**config.mk**
```make
export PLATFORM = sky130hd
export DESIGN_NAME = multiphase_sin_top
export DESIGN_NICKNAME = d
export VERILOG_FILES = /design/src/common/sincos_pkg.sv /design/src/hw/multiphase_sin_top.sv /design/src/hw/phase_shift_regs.sv /design/src/sinusoid_gen/multiphase_sinusoid_generator.sv /design/src/sinusoid_gen/sin_cos_lut.sv
export VERILOG_INCLUDE_DIRS = /design/src /design/src/common
export SDC_FILE = /design/constraint.sdc
export NUM_CORES = 1
export LEC_CHECK = 0
export BUFFER_PORTS_ARGS = -buffer_cell sky130_fd_sc_hd__buf_2
export CORE_MARGIN = 5
export CORE_UTILIZATION = 35
export DETAILED_ROUTE_END_ITERATION = 12
export HOLD_SLACK_MARGIN = 0.03
export PLACE_DENSITY = 0.55
export SLEW_MARGIN = 40
export SYNTH_ARGS = -nofsm -noshare
export SYNTH_HDL_FRONTEND = slang
export SYNTH_HIERARCHICAL = 1
export SYNTH_SLANG_ARGS = --single-unit
export TNS_END_PERCENT = 20
```
**constraint.sdc**
```tcl
create_clock -name clock -period 3.6 [get_ports clock]
set_clock_uncertainty 0.05 [all_clocks]
set_input_delay 0.36 -clock clock [delete_from_list [all_inputs] [get_ports clock]]
set_output_delay 0.36 -clock clock [all_outputs]
set_load 0.05 [all_outputs]
```
**src/common/sincos_defs.svh**
```systemverilog
`ifndef SINCOS_DEFS_SVH
`define SINCOS_DEFS_SVH

// Number of output channels, each with its own phase shift
`define SINCOS_N_PHASES 6

// Width of angles and samples; an angle of 2**WIDTH is one full turn
`define SINCOS_DATA_WIDTH 16

// Quarter-wave table address bits, 64 entries per quadrant
`define SINCOS_LUT_ADDR_BITS 6

// Location of the shift register block in the host address map
`define SINCOS_BASE_ADDR 'h43c00000

`endif

```
**src/common/sincos_pkg.sv**
```systemverilog
`default_nettype none

`include "sincos_defs.svh"

package sincos_pkg;

    // Unsigned angle, the full range of the vector is one turn
    typedef logic [`SINCOS_DATA_WIDTH-1:0] angle_t;

    // Two's complement sample, full scale is +/-32767
    typedef logic signed [`SINCOS_DATA_WIDTH-1:0] sample_t;

    // Channel index, travels with the samples as dest
    typedef logic [$clog2(`SINCOS_N_PHASES)-1:0] chan_t;

    typedef logic [31:0] axil_addr_t;
    typedef logic [31:0] axil_data_t;
    typedef logic [1:0] axil_resp_t;

    typedef enum logic {seq_idle, seq_issue} seq_state_e;

    typedef enum logic [1:0] {wr_idle, wr_wait_data, wr_wait_addr, wr_resp} axil_wr_state_e;

endpackage

`default_nettype wire

```
**src/hw/multiphase_sin_top.sv**
```systemverilog
`timescale 1ns/1ps
`default_nettype none

`include "sincos_defs.svh"

module multiphase_sin_top (
    input  wire                     clock,
    input  wire                     reset,
    input  wire                     s_axil_awvalid,
    output logic                    s_axil_awready,
    input  wire sincos_pkg::axil_addr_t s_axil_awaddr,
    input  wire                     s_axil_wvalid,
    output logic                    s_axil_wready,
    input  wire sincos_pkg::axil_data_t s_axil_wdata,
    input  wire [3:0]               s_axil_wstrb,
    output logic                    s_axil_bvalid,
    input  wire                     s_axil_bready,
    output sincos_pkg::axil_resp_t  s_axil_bresp,
    input  wire                     s_axil_arvalid,
    output logic                    s_axil_arready,
    input  wire sincos_pkg::axil_addr_t s_axil_araddr,
    output logic                    s_axil_rvalid,
    input  wire                     s_axil_rready,
    output sincos_pkg::axil_data_t  s_axil_rdata,
    output sincos_pkg::axil_resp_t  s_axil_rresp,
    input  wire                     phase_valid,
    output logic                    phase_ready,
    input  wire sincos_pkg::angle_t phase_data,
    output logic                    sin_valid,
    output sincos_pkg::sample_t     sin_data,
    output sincos_pkg::chan_t       sin_dest,
    output logic                    cos_valid,
    output sincos_pkg::sample_t     cos_data,
    output sincos_pkg::chan_t       cos_dest
);

    // Per-channel shifts from the host registers into the generator
    sincos_pkg::angle_t [`SINCOS_N_PHASES-1:0] phase_shifts;

    phase_shift_regs phase_shift_regs_i (
        .clock         (clock),
        .reset         (reset),
        .s_axil_awvalid(s_axil_awvalid),
        .s_axil_awready(s_axil_awready),
        .s_axil_awaddr (s_axil_awaddr),
        .s_axil_wvalid (s_axil_wvalid),
        .s_axil_wready (s_axil_wready),
        .s_axil_wdata  (s_axil_wdata),
        .s_axil_wstrb  (s_axil_wstrb),
        .s_axil_bvalid (s_axil_bvalid),
        .s_axil_bready (s_axil_bready),
        .s_axil_bresp  (s_axil_bresp),
        .s_axil_arvalid(s_axil_arvalid),
        .s_axil_arready(s_axil_arready),
        .s_axil_araddr (s_axil_araddr),
        .s_axil_rvalid (s_axil_rvalid),
        .s_axil_rready (s_axil_rready),
        .s_axil_rdata  (s_axil_rdata),
        .s_axil_rresp  (s_axil_rresp),
        .phase_shifts  (phase_shifts)
    );

    multiphase_sinusoid_generator generator_i (
        .clock       (clock),
        .reset       (reset),
        .phase_shifts(phase_shifts),
        .phase_valid (phase_valid),
        .phase_ready (phase_ready),
        .phase_data  (phase_data),
        .sin_valid   (sin_valid),
        .sin_data    (sin_data),
        .sin_dest    (sin_dest),
        .cos_valid   (cos_valid),
        .cos_data    (cos_data),
        .cos_dest    (cos_dest)
    );

endmodule

`default_nettype wire

```
**src/hw/phase_shift_regs.sv**
```systemverilog
`timescale 1ns/1ps
`default_nettype none

`include "sincos_defs.svh"

module phase_shift_regs (
    input  wire                     clock,
    input  wire                     reset,
    input  wire                     s_axil_awvalid,
    output logic                    s_axil_awready,
    input  wire sincos_pkg::axil_addr_t s_axil_awaddr,
    input  wire                     s_axil_wvalid,
    output logic                    s_axil_wready,
    input  wire sincos_pkg::axil_data_t s_axil_wdata,
    input  wire [3:0]               s_axil_wstrb,
    output logic                    s_axil_bvalid,
    input  wire                     s_axil_bready,
    output sincos_pkg::axil_resp_t  s_axil_bresp,
    input  wire                     s_axil_arvalid,
    output logic                    s_axil_arready,
    input  wire sincos_pkg::axil_addr_t s_axil_araddr,
    output logic                    s_axil_rvalid,
    input  wire                     s_axil_rready,
    output sincos_pkg::axil_data_t  s_axil_rdata,
    output sincos_pkg::axil_resp_t  s_axil_rresp,
    output sincos_pkg::angle_t [`SINCOS_N_PHASES-1:0] phase_shifts
);

    localparam int N = `SINCOS_N_PHASES;
    localparam int STORED_BYTES = `SINCOS_DATA_WIDTH / 8;
    localparam sincos_pkg::axil_resp_t RESP_OKAY = 2'b00;
    localparam sincos_pkg::axil_resp_t RESP_SLVERR = 2'b10;

    sincos_pkg::axil_wr_state_e wr_state;
    sincos_pkg::axil_addr_t aw_addr_q;
    sincos_pkg::axil_data_t w_data_q;
    logic [3:0] w_strb_q;

    logic aw_hs;
    logic w_hs;
    logic ar_hs;
    logic wr_commit;
    sincos_pkg::axil_addr_t wr_addr;
    sincos_pkg::axil_data_t wr_data;
    logic [3:0] wr_strb;

    // Only offsets 0 .. 4*N-1 above the base address are backed by registers
    function automatic logic addr_hit(input sincos_pkg::axil_addr_t addr);
        sincos_pkg::axil_addr_t offset;
        offset = addr - sincos_pkg::axil_addr_t'(`SINCOS_BASE_ADDR);
        return (addr >= sincos_pkg::axil_addr_t'(`SINCOS_BASE_ADDR)) &&
               (offset < sincos_pkg::axil_addr_t'(4 * N));
    endfunction

    function automatic sincos_pkg::chan_t addr_index(input sincos_pkg::axil_addr_t addr);
        sincos_pkg::axil_addr_t offset;
        offset = addr - sincos_pkg::axil_addr_t'(`SINCOS_BASE_ADDR);
        return offset[2 +: $bits(sincos_pkg::chan_t)];
    endfunction

    assign aw_hs = s_axil_awvalid && s_axil_awready;
    assign w_hs = s_axil_wvalid && s_axil_wready;
    assign ar_hs = s_axil_arvalid && s_axil_arready;

    // Address and data may arrive in either order, so use whichever is live this cycle
    assign wr_addr = aw_hs ? s_axil_awaddr : aw_addr_q;
    assign wr_data = w_hs ? s_axil_wdata : w_data_q;
    assign wr_strb = w_hs ? s_axil_wstrb : w_strb_q;

    always_comb begin
        case (wr_state)
            sincos_pkg::wr_idle: wr_commit = aw_hs && w_hs;
            sincos_pkg::wr_wait_data: wr_commit = w_hs;
            sincos_pkg::wr_wait_addr: wr_commit = aw_hs;
            default: wr_commit = 1'b0;
        endcase
    end

    always_ff @(posedge clock) begin
        if (!reset) begin
            wr_state <= sincos_pkg::wr_idle;
            s_axil_awready <= 1'b0;
            s_axil_wready <= 1'b0;
            s_axil_bvalid <= 1'b0;
            s_axil_bresp <= RESP_OKAY;
        end else if (wr_commit) begin
            s_axil_awready <= 1'b0;
            s_axil_wready <= 1'b0;
            s_axil_bvalid <= 1'b1;
            s_axil_bresp <= addr_hit(wr_addr) ? RESP_OKAY : RESP_SLVERR;
            wr_state <= sincos_pkg::wr_resp;
        end else begin
            case (wr_state)
                sincos_pkg::wr_idle: begin
                    if (aw_hs) begin
                        s_axil_awready <= 1'b0;
                        wr_state <= sincos_pkg::wr_wait_data;
                    end else if (w_hs) begin
                        s_axil_wready <= 1'b0;
                        wr_state <= sincos_pkg::wr_wait_addr;
                    end else begin
                        s_axil_awready <= 1'b1;
                        s_axil_wready <= 1'b1;
                    end
                end
                sincos_pkg::wr_resp: begin
                    if (s_axil_bready) begin
                        s_axil_bvalid <= 1'b0;
                        s_axil_awready <= 1'b1;
                        s_axil_wready <= 1'b1;
                        wr_state <= sincos_pkg::wr_idle;
                    end
                end
                default: begin
                end
            endcase
        end
    end

    always_ff @(posedge clock) begin
        if (aw_hs) begin
            aw_addr_q <= s_axil_awaddr;
        end
        if (w_hs) begin
            w_data_q <= s_axil_wdata;
            w_strb_q <= s_axil_wstrb;
        end
        if (ar_hs) begin
            s_axil_rdata <= addr_hit(s_axil_araddr) ?
                sincos_pkg::axil_data_t'(phase_shifts[addr_index(s_axil_araddr)]) : '0;
        end
    end

    // Shifts start evenly spaced around the turn, upper strobes are ignored
    always_ff @(posedge clock) begin
        if (!reset) begin
            for (int i = 0; i < N; i++) begin
                phase_shifts[i] <= sincos_pkg::angle_t'((i * (1 << `SINCOS_DATA_WIDTH)) / N);
            end
        end else if (wr_commit && addr_hit(wr_addr)) begin
            for (int b = 0; b < STORED_BYTES; b++) begin
                if (wr_strb[b]) begin
                    phase_shifts[addr_index(wr_addr)][8*b +: 8] <= wr_data[8*b +: 8];
                end
            end
        end
    end

    always_ff @(posedge clock) begin
        if (!reset) begin
            s_axil_arready <= 1'b0;
            s_axil_rvalid <= 1'b0;
            s_axil_rresp <= RESP_OKAY;
        end else if (ar_hs) begin
            s_axil_arready <= 1'b0;
            s_axil_rvalid <= 1'b1;
            s_axil_rresp <= addr_hit(s_axil_araddr) ? RESP_OKAY : RESP_SLVERR;
        end else if (s_axil_rvalid && s_axil_rready) begin
            s_axil_rvalid <= 1'b0;
            s_axil_arready <= 1'b1;
        end else if (!s_axil_rvalid) begin
            s_axil_arready <= 1'b1;
        end
    end

endmodule

`default_nettype wire

```
**src/sinusoid_gen/multiphase_sinusoid_generator.sv**
```systemverilog
`timescale 1ns/1ps
`default_nettype none

`include "sincos_defs.svh"

module multiphase_sinusoid_generator (
    input  wire                    clock,
    input  wire                    reset,
    input  wire sincos_pkg::angle_t [`SINCOS_N_PHASES-1:0] phase_shifts,
    input  wire                    phase_valid,
    output logic                   phase_ready,
    input  wire sincos_pkg::angle_t phase_data,
    output logic                   sin_valid,
    output sincos_pkg::sample_t    sin_data,
    output sincos_pkg::chan_t      sin_dest,
    output logic                   cos_valid,
    output sincos_pkg::sample_t    cos_data,
    output sincos_pkg::chan_t      cos_dest
);

    localparam int N = `SINCOS_N_PHASES;

    sincos_pkg::seq_state_e state;
    sincos_pkg::chan_t issue_count;
    sincos_pkg::angle_t latched_phase;
    sincos_pkg::angle_t lut_theta;
    logic [N-1:0] lut_enable;
    logic accept;

    logic [N-1:0] lut_sin_valid;
    logic [N-1:0] lut_cos_valid;
    sincos_pkg::sample_t lut_sin_data [N];
    sincos_pkg::sample_t lut_cos_data [N];
    sincos_pkg::chan_t lut_dest [N];

    logic merged_sin_valid;
    logic merged_cos_valid;
    sincos_pkg::sample_t merged_sin_data;
    sincos_pkg::sample_t merged_cos_data;
    sincos_pkg::chan_t merged_sin_dest;
    sincos_pkg::chan_t merged_cos_dest;

    assign accept = phase_valid && phase_ready;

    // One channel is issued per cycle, the input is closed while a sweep is running
    always_ff @(posedge clock) begin
        if (!reset) begin
            state <= sincos_pkg::seq_idle;
            phase_ready <= 1'b1;
            issue_count <= '0;
            lut_enable <= '0;
        end else begin
            lut_enable <= '0;
            case (state)
                sincos_pkg::seq_idle: begin
                    if (accept) begin
                        phase_ready <= 1'b0;
                        issue_count <= '0;
                        state <= sincos_pkg::seq_issue;
                    end
                end
                sincos_pkg::seq_issue: begin
                    lut_enable[issue_count] <= 1'b1;
                    if (issue_count == sincos_pkg::chan_t'(N - 1)) begin
                        phase_ready <= 1'b1;
                        state <= sincos_pkg::seq_idle;
                    end else begin
                        issue_count <= issue_count + 1'b1;
                    end
                end
                default: state <= sincos_pkg::seq_idle;
            endcase
        end
    end

    // The sum wraps naturally at one turn; a single theta is shared since one lookup runs at a time
    always_ff @(posedge clock) begin
        if (accept) begin
            latched_phase <= phase_data;
        end
        if (state == sincos_pkg::seq_issue) begin
            lut_theta <= latched_phase + phase_shifts[issue_count];
        end
    end

    for (genvar i = 0; i < N; i++) begin : g_lut
        sin_cos_lut lut_i (
            .clock      (clock),
            .reset      (reset),
            .theta_valid(lut_enable[i]),
            .theta      (lut_theta),
            .theta_dest (sincos_pkg::chan_t'(i)),
            .sin_valid  (lut_sin_valid[i]),
            .sin_data   (lut_sin_data[i]),
            .cos_valid  (lut_cos_valid[i]),
            .cos_data   (lut_cos_data[i]),
            .dest       (lut_dest[i])
        );
    end

    // Lookups never overlap, so masking by valid and OR-ing selects the active one
    always_comb begin
        merged_sin_valid = 1'b0;
        merged_cos_valid = 1'b0;
        merged_sin_data = '0;
        merged_cos_data = '0;
        merged_sin_dest = '0;
        merged_cos_dest = '0;
        for (int j = 0; j < N; j++) begin
            if (lut_sin_valid[j]) begin
                merged_sin_valid = 1'b1;
                merged_sin_data = merged_sin_data | lut_sin_data[j];
                merged_sin_dest = merged_sin_dest | lut_dest[j];
            end
            if (lut_cos_valid[j]) begin
                merged_cos_valid = 1'b1;
                merged_cos_data = merged_cos_data | lut_cos_data[j];
                merged_cos_dest = merged_cos_dest | lut_dest[j];
            end
        end
    end

    always_ff @(posedge clock) begin
        if (!reset) begin
            sin_valid <= 1'b0;
            cos_valid <= 1'b0;
        end else begin
            sin_valid <= merged_sin_valid;
            cos_valid <= merged_cos_valid;
        end
    end

    always_ff @(posedge clock) begin
        sin_data <= merged_sin_data;
        sin_dest <= merged_sin_dest;
        cos_data <= merged_cos_data;
        cos_dest <= merged_cos_dest;
    end

endmodule

`default_nettype wire

```
**src/sinusoid_gen/sin_cos_lut.sv**
```systemverilog
`timescale 1ns/1ps
`default_nettype none

`include "sincos_defs.svh"

module sin_cos_lut (
    input  wire                      clock,
    input  wire                      reset,
    input  wire                      theta_valid,
    input  wire sincos_pkg::angle_t  theta,
    input  wire sincos_pkg::chan_t   theta_dest,
    output logic                     sin_valid,
    output sincos_pkg::sample_t      sin_data,
    output logic                     cos_valid,
    output sincos_pkg::sample_t      cos_data,
    output sincos_pkg::chan_t        dest
);

    localparam int DW = `SINCOS_DATA_WIDTH;
    localparam int AW = `SINCOS_LUT_ADDR_BITS;
    localparam int LUT_SIZE = 1 << AW;
    localparam real PI = 3.14159265358979;
    localparam real AMPLITUDE = (2.0 ** (DW - 1)) - 1.0;
    localparam sincos_pkg::angle_t QUARTER_TURN = sincos_pkg::angle_t'(1 << (DW - 2));

    typedef sincos_pkg::sample_t table_t [LUT_SIZE];

    // Entries are sampled at the middle of each step, so the table folds without an extra point
    function automatic table_t build_table();
        table_t t;
        real arg;
        for (int k = 0; k < LUT_SIZE; k++) begin
            arg = 2.0 * PI * (k + 0.5) / (4.0 * LUT_SIZE);
            t[k] = sincos_pkg::sample_t'($rtoi(AMPLITUDE * $sin(arg) + 0.5));
        end
        return t;
    endfunction

    localparam table_t SIN_TABLE = build_table();

    sincos_pkg::angle_t theta_cos;
    logic [AW-1:0] sin_addr_next;
    logic [AW-1:0] cos_addr_next;

    logic s1_valid;
    sincos_pkg::chan_t s1_dest;
    logic [AW-1:0] s1_sin_addr;
    logic [AW-1:0] s1_cos_addr;
    logic [1:0] s1_sin_quad;
    logic [1:0] s1_cos_quad;

    // Cosine is the sine a quarter turn ahead
    assign theta_cos = theta + QUARTER_TURN;

    // Odd quadrants run the table backwards
    assign sin_addr_next = theta[DW-1-2 -: AW] ^ {AW{theta[DW-2]}};
    assign cos_addr_next = theta_cos[DW-1-2 -: AW] ^ {AW{theta_cos[DW-2]}};

    always_ff @(posedge clock) begin
        if (!reset) begin
            s1_valid <= 1'b0;
            sin_valid <= 1'b0;
            cos_valid <= 1'b0;
        end else begin
            s1_valid <= theta_valid;
            sin_valid <= s1_valid;
            cos_valid <= s1_valid;
        end
    end

    always_ff @(posedge clock) begin
        s1_dest <= theta_dest;
        s1_sin_addr <= sin_addr_next;
        s1_cos_addr <= cos_addr_next;
        s1_sin_quad <= theta[DW-1 -: 2];
        s1_cos_quad <= theta_cos[DW-1 -: 2];

        // Second half of the turn is the negated first half
        dest <= s1_dest;
        sin_data <= s1_sin_quad[1] ? -SIN_TABLE[s1_sin_addr] : SIN_TABLE[s1_sin_addr];
        cos_data <= s1_cos_quad[1] ? -SIN_TABLE[s1_cos_addr] : SIN_TABLE[s1_cos_addr];
    end

endmodule

`default_nettype wire

```
==> results of run 1 <==
==> critical path, delay by kind of cell (launching register included) <==
family	cells	cell delay, ns
compound gates	4	1.29
xor+xnor	1	0.11
fa+ha+maj	2	0.50
buf+inv	2	0.26
flops	1	0.32
simple gates	3	0.64
==> where the power goes <==
| group | switching (W) | leakage, nW | internal, W | total (W) |
|---|---|---|---|---|
| combinational | 0.00783 | 12.6 | 0.00513 | 0.0130 |
| sequential | 0.00126 | 4.79 | 0.00791 | 0.00917 |
| clock | 0.00291 | 1.15 | 0.00433 | 0.00724 |
==> final timing paths <==
| check | end | cells after the start |
|---|---|---|
| worst min register to register | generator_i/g_lut[4].lut_i/dest[1] | 0 |
| worst max-delay path | generator_i/g_lut[3].lut_i/cos_data[10] | 12 |
| worst max register to register | generator_i/g_lut[3].lut_i/cos_data[10] | 12 |
| worst min-delay path | phase_shift_regs_i/s_axil_rresp[1] | 3 |
==> sequential cells by signal, summed over array words and instances, names as in the netlist, 8 cells and up <==
name and count:
generator_i/g_lut.lut_i/s1_dest 18, generator_i/g_lut.lut_i/dest 18, phase_shift_regs_i/aw_addr_q 30, generator_i/g_lut.lut_i/cos_data 96, generator_i/cos_data 16, phase_shift_regs_i/w_data_q 16, phase_shift_regs_i/phase_shifts 96, generator_i/lut_theta 8
phase_shift_regs_i/s_axil_rdata 16, generator_i/g_lut.lut_i/sin_data 96, generator_i/g_lut.lut_i/s1_sin_addr 36, generator_i/latched_phase 16, generator_i/g_lut.lut_i/s1_cos_addr 36, generator_i/sin_data 16
==> cells in the final DEF (no fill, tap or decap), types with 24 or more instances in the layout <==
| cell type | count |
|---|---|
| o311ai_0 | 36 |
| nand4_1 | 31 |
| dlygate4sd3_1 | 67 |
| a211oi_1 | 72 |
| dfxtp_1 | 507 |
| nor2_1 | 249 |
| a22oi_1 | 142 |
| buf_2 | 164 |
| nor4_1 | 24 |
| conb_1 | 36 |
| xnor2_1 | 105 |
| nand3_1 | 145 |
| edfxtp_1 | 40 |
| or2_2 | 40 |
| xor2_1 | 107 |
| o211ai_1 | 61 |
| and3_1 | 34 |
| a211o_1 | 25 |
| nand2_1 | 472 |
| o22ai_1 | 27 |
| ha_1 | 191 |
| a31oi_1 | 71 |
| nor2b_1 | 118 |
| a21oi_1 | 220 |
| nor3_1 | 72 |
| clkbuf_16 | 71 |
| a311oi_1 | 52 |
| mux2_2 | 82 |
| mux2i_1 | 140 |
| o31ai_1 | 50 |
| o221ai_1 | 29 |
| and2_1 | 75 |
| mux4_2 | 60 |
| inv_1 | 170 |
| nand2b_1 | 191 |
| buf_4 | 216 |
| o21ai_0 | 219 |
==> layout make-up <==
class                           instances  area [µm²]
Multi-Input combinational cell       3715       26590
Clock buffer                           90        1928
Timing Repair Buffer                  458        3319
Inverter                              193       724.4
Tap cell                             1536        1922
Sequential cell                       568       11810
Fill cell                           11860       70870
Clock inverter                         33       446.7
==> routing by layer <==
metal	routed length, µm	GRT usage	part of all wire
met4	4664	0.07068	0.035
met1	60310	0.2854	0.45
met3	8271	0.02607	0.061
met2	61550	0.3327	0.46
met5	0	0	0
==> per-stage QoR <==
stage                     total power, W  setup TNS [ns]  cells
after floorplan                  0.01813               0   4907
after global placement           0.02191               0   6400
after detailed placement         0.02188               0   6402
after CTS                        0.02936               0   6592
after global routing             0.03116       -0.005400   6593
final                            0.02938               0   6593
==> repair_timing <==
item,4_1_cts,5_1_grt
resized for setup,0,0
setup endpoints to repair,0,1
hold buffers,67,0
endpoints found under the hold margin,69,0
buffers inserted,0,1
==> impl_metrics.ini, run 1 <==
[timing]
whs_ns = 0.09440
setup_viol = 0
fin_crit_ns = 3.312
slew_headroom = 0.3999
fmax_mhz = 301.9
worst_slack_ns = 0.2880
maxSlewViolCount = 0
hold_violations = 0
fin_crit_sh = 0.9200
worstMarginPinSlew_ns = 0.8971

[cells_and_area]
final_cell_area_um2 = 46740
drive_above_1_share = 0.1633
fin_nets = 5320
syn2layout_area_growth_pct = 13.21
diodes = 0
utilization = 0.3974

[die]
num_rows = 126
start_util = 0.3510
die-area_um2 = 124900
chipHeight_um = 353.4
die_w_um = 353.4
core_area_um2 = 117600
io_pins = 206

[global_routing]
grt_antenna_before_repair = 2
overflow = 0
grt.total_usage = 0.2063
grt_pass1_vias = 36040
grt_max_degree = 135
grt_pass1_wl_mm = 211.3

[power_and_ir_drop]
p_leak_nw = 18.57
p_per_area_nw_per_um2 = 628.5
peakVddDrop_mv = 0.4045

[synth]
synth_cells = 4874
synth.avg_cell_area_um2 = 8.470
syn_area_um2 = 41280
ys_warn_count = 6

[drt]
drtIter0Drc = 3795
drc = 0
drt-vias-per-instance = 5.784
wl_per_cell_um = 20.44
totalWireLength_mm = 134.8
ant_nets = 0
first_pass_iters = 6
vias = 38140

[clocking]
clock-sinks = 568
path_clk_slew_ns = 0.06
clock_path_buffers = 3
cts_tree = built
clkLatencyLatePin_ns = 0.64
cts_root_buf = clkbuf_16
cts_buffers = 68
htreeDepth = 3

[worst_setup_path]
slowest_delay_ns = 0.53
reg2reg_setup_slack_ns = 0.29
worstReg2RegStart = generator_i/g_lut[3].lut_i/s1_cos_addr[0]
path_class = reg2reg
startpoint = generator_i/g_lut[3].lut_i/s1_cos_addr[0]
start_kind = flip-flop
cp_max_fo = 5
path_cells = inv_1, buf_4, ha_1, nand2b_1, a311oi_1, a311oi_1, a221oi_2, ha_1, nand4_1, or2_2, o41ai_1, xnor2_1
crit_path_end_kind = flip-flop
crit_arrival_ns = 3.77
cp_slowest_cell = a221oi_2
required_ns = 4.06

[worst_hold_path]
min-delay-start = s_axil_arvalid
hold_path_class = in2reg

[run_status]
status = finished, final reports clean

[place]
io_buffer_count = 165
placed_area_um2 = 43680
dp_hpwl_mm = 96.08
gp_congestion = 0.9362
pre_cts_slack_ns = 0.3505

[flow_run]
max_cap_viol_count = 0
No activity file was read; power rests on OpenSTA's default activity.
==> inputs of run 2 (changes only) <==
--- a/config.mk
+++ b/config.mk
@@ -11,10 +11,11 @@
 export CORE_UTILIZATION = 35
 export DETAILED_ROUTE_END_ITERATION = 12
 export HOLD_SLACK_MARGIN = 0.03
-export PLACE_DENSITY = 0.55
+export PLACE_DENSITY = 0.58
+export REMOVE_ABC_BUFFERS = 1
+export SKIP_CTS_REPAIR_TIMING = 1
 export SLEW_MARGIN = 40
 export SYNTH_ARGS = -nofsm -noshare
 export SYNTH_HDL_FRONTEND = slang
-export SYNTH_HIERARCHICAL = 1
 export SYNTH_SLANG_ARGS = --single-unit
 export TNS_END_PERCENT = 20
==> impl_metrics.ini, run 2 <==
[synth]
synth_top_area_frac = 0.3408
synth_common_cells = 258 x dfxtp_1, 157 x nand2_1, 113 x o21ai_0
yosysTopAreaCell = dfxtp_1
synth_cells = 1618
ys_seq_area_frac = 0.4200
yosys.cell_count.top_type = dfxtp_1
ys_warn_count = 0
synthFlopType = dfxtp_1
synth.area.top_cells = dfxtp_1 34%, edfxtp_1 7.9%, mux2_2 5.0%, mux2i_1 3.9%, nand2_1 3.9%
synth.avg_cell_area_um2 = 9.368
yosys_register_bits = 298
async_flop_share = 0
syn_area_um2 = 15160
synth_edf_count = 40
synthDistinctLibCells = 90

[drt]
drc = 0
totalWireLength_mm = 40.89
drt-vias-per-instance = 5.221
vias = 12550
drtIter0Drc = 1040
ant_nets = 0
first_pass_iters = 5
wl_per_cell_um = 17.01

[clocking]
cts_root_buf = clkbuf_16
clkLatencyLatePin_ns = 0.53
clock_path_buffers = 3
clock-sinks = 298
htreeDepth = 2
cts_buffers = 34
cts_tree = built
path_clk_slew_ns = 0.06

[timing]
fmax_mhz = 300.6
slew_headroom = 0.4645
worstMarginPinSlew_ns = 0.8024
rsz0062_at_grt = false
maxSlewViolCount = 0
fin_tns_setup_ns = 0
fin_crit_ns = 3.326
setup_viol = 0
hold_violations = 0
fin_crit_sh = 0.9239

[worst_setup_path]
cp_max_fo = 7
crit_arrival_ns = 3.55
crit_buf_inv = 1
cp_top_family = compound AO/OA/AOI/OAI gates
crit_path_end_kind = flip-flop
path_class = reg2reg
slowest_delay_ns = 0.48
path_cells = buf_4, mux2i_1, nor2_1, a31oi_1, o22ai_1, ha_1, and3_1, a221oi_1, nand2_1, a211oi_1, o21ai_0, xnor2_1
required_ns = 3.82
start_kind = flip-flop
cp_slowest_cell = dfxtp_1

[die]
chipHeight_um = 218.1
die-area_um2 = 47570
start_util = 0.3526
die_w_um = 218.1
io_pins = 206
core_area_um2 = 42980
num_rows = 76

[global_routing]
overflow = 0
grt_antenna_before_repair = 2
grt.total_usage = 0.1652
grt_pass1_wl_mm = 64.66
grt_max_degree = 74
grt_pass1_vias = 11880

[place]
dp_hpwl_mm = 28.70
gp_congestion = 0.9116
io_buffer_count = 165
placed_area_um2 = 16560

[power_and_ir_drop]
pwr-share-seq = 0.385
combPwrFrac = 0.304
power_switching_share = 0.3327
p_int_w = 0.007317
p_clk_frac = 0.311
peakVddDrop_mv = 0.4155
p_per_area_nw_per_um2 = 607.8
p_leak_nw = 7.176
p_sw_w = 0.003648

[cells_and_area]
top_register = phase_shift_regs_i.phase_shifts
fill_cells = 4279
diodes = 0
largest_register_ffs = 96
final_cell_mix = 256 x dfxtp_1, 164 x buf_2, 157 x nand2_1, 113 x o21ai_0, 104 x nor2_1
reg_top3 = phase_shift_regs_i.phase_shifts x96, phase_shift_regs_i.aw_addr_q x30
drive_above_1_share = 0.2248
syn2layout_area_growth_pct = 19.02
final_cell_area_um2 = 18040
fin_nets = 1956
final_common_cell = dfxtp_1

[worst_hold_path]
hold_path_class = in2reg

[run_status]
status = finished, final reports clean

[flow_run]
max_cap_viol_count = 0
[run 2: area by class of cell]
type | count | area (µm²) | area share
timing repair buffer | 264 | 1697 | 0.09405
clock buffer | 49 | 1030 | 0.05708
clock inverter | 12 | 96.34 | 0.005341
tap | 585 | 732.0 | 0.04057
multi-input combinational | 1154 | 7959 | 0.4412
sequential | 298 | 6369 | 0.3530
inverter | 42 | 157.7 | 0.008739
[run 2: power by group through the flow]
stage          clock (W)  sequential (W)  combinational (W)
2_1_floorplan          0         0.00445            0.00211
4_1_cts          0.00352         0.00423            0.00329
3_5_place_dp           0         0.00430            0.00328
3_3_place_gp           0         0.00428            0.00326
5_1_grt          0.00365         0.00430            0.00366
6_report         0.00341         0.00422            0.00333
[run 2: metrics by stage]
stage | worst slack (ns) | power (W) | hold slack, ns | util | instances
floorplan | -0.2830 | 0.006557 | 0.3174 | - | 1494
CTS | 0.2609 | 0.01104 | -0.06981 | 0.4115 | 2369
global placement | 0.2985 | 0.007535 | 0.3567 | 0.3853 | 2308
global route | 0.03298 | 0.01161 | 0.03087 | 0.4197 | 2404
detailed placement | 0.2594 | 0.007574 | 0.3605 | 0.3853 | 2308
finish | 0.2738 | 0.01097 | 0.03703 | 0.4197 | 2404
[run 2: final timing paths]
check	from	end	slack, ns	cells past startpoint
worst max-delay path	generator_i.issue_count[2]	generator_i.lut_theta[15]	0.27	12
worst min-delay path	s_axil_awaddr[25]	phase_shift_regs_i.aw_addr_q[25]	0.04	2
worst max register to register	generator_i.issue_count[2]	generator_i.lut_theta[15]	0.27	12
worst min register to register	generator_i.g_lut[4].lut_i.cos_data[5]	generator_i.cos_data[5]	0.37	1
[run 2: worst reg2reg max path: cells and delay by family (launching register included)]
family                   cells  cell delay, ns
adder cells (fa/ha/maj)      1            0.30
multiplexers                 1            0.19
XOR/XNOR                     1            0.15
AND/OR/NAND/NOR              3            0.49
flip-flops                   1            0.48
buffers and inverters        1            0.22
AO/OA/AOI/OAI                5            1.21
[run 2: kinds of logic (layout without fill, tap and decap cells)]
logic type | after synthesis | after routing | synth area share
other cells | 1 | 18 | 0.0002474
flops | 298 | 298 | 0.4200
buf+inv | 183 | 367 | 0.05919
mux | 156 | 156 | 0.1303
fa+ha+maj | 38 | 38 | 0.03137
compound gates | 371 | 371 | 0.1601
xor+xnor | 45 | 45 | 0.02600
simple gates | 526 | 526 | 0.1728
[run 2: routing by layer]
layer  part of all wire  up-vias  global-route usage  wire length (µm)
met2               0.49      408              0.2826             19840
met1               0.44     5937              0.2221             17810
met5                  0        -                   0                 0
li1                   -     6146                   -                 -
met4              0.019        0             0.03517               775
met3              0.060       60             0.02590              2458
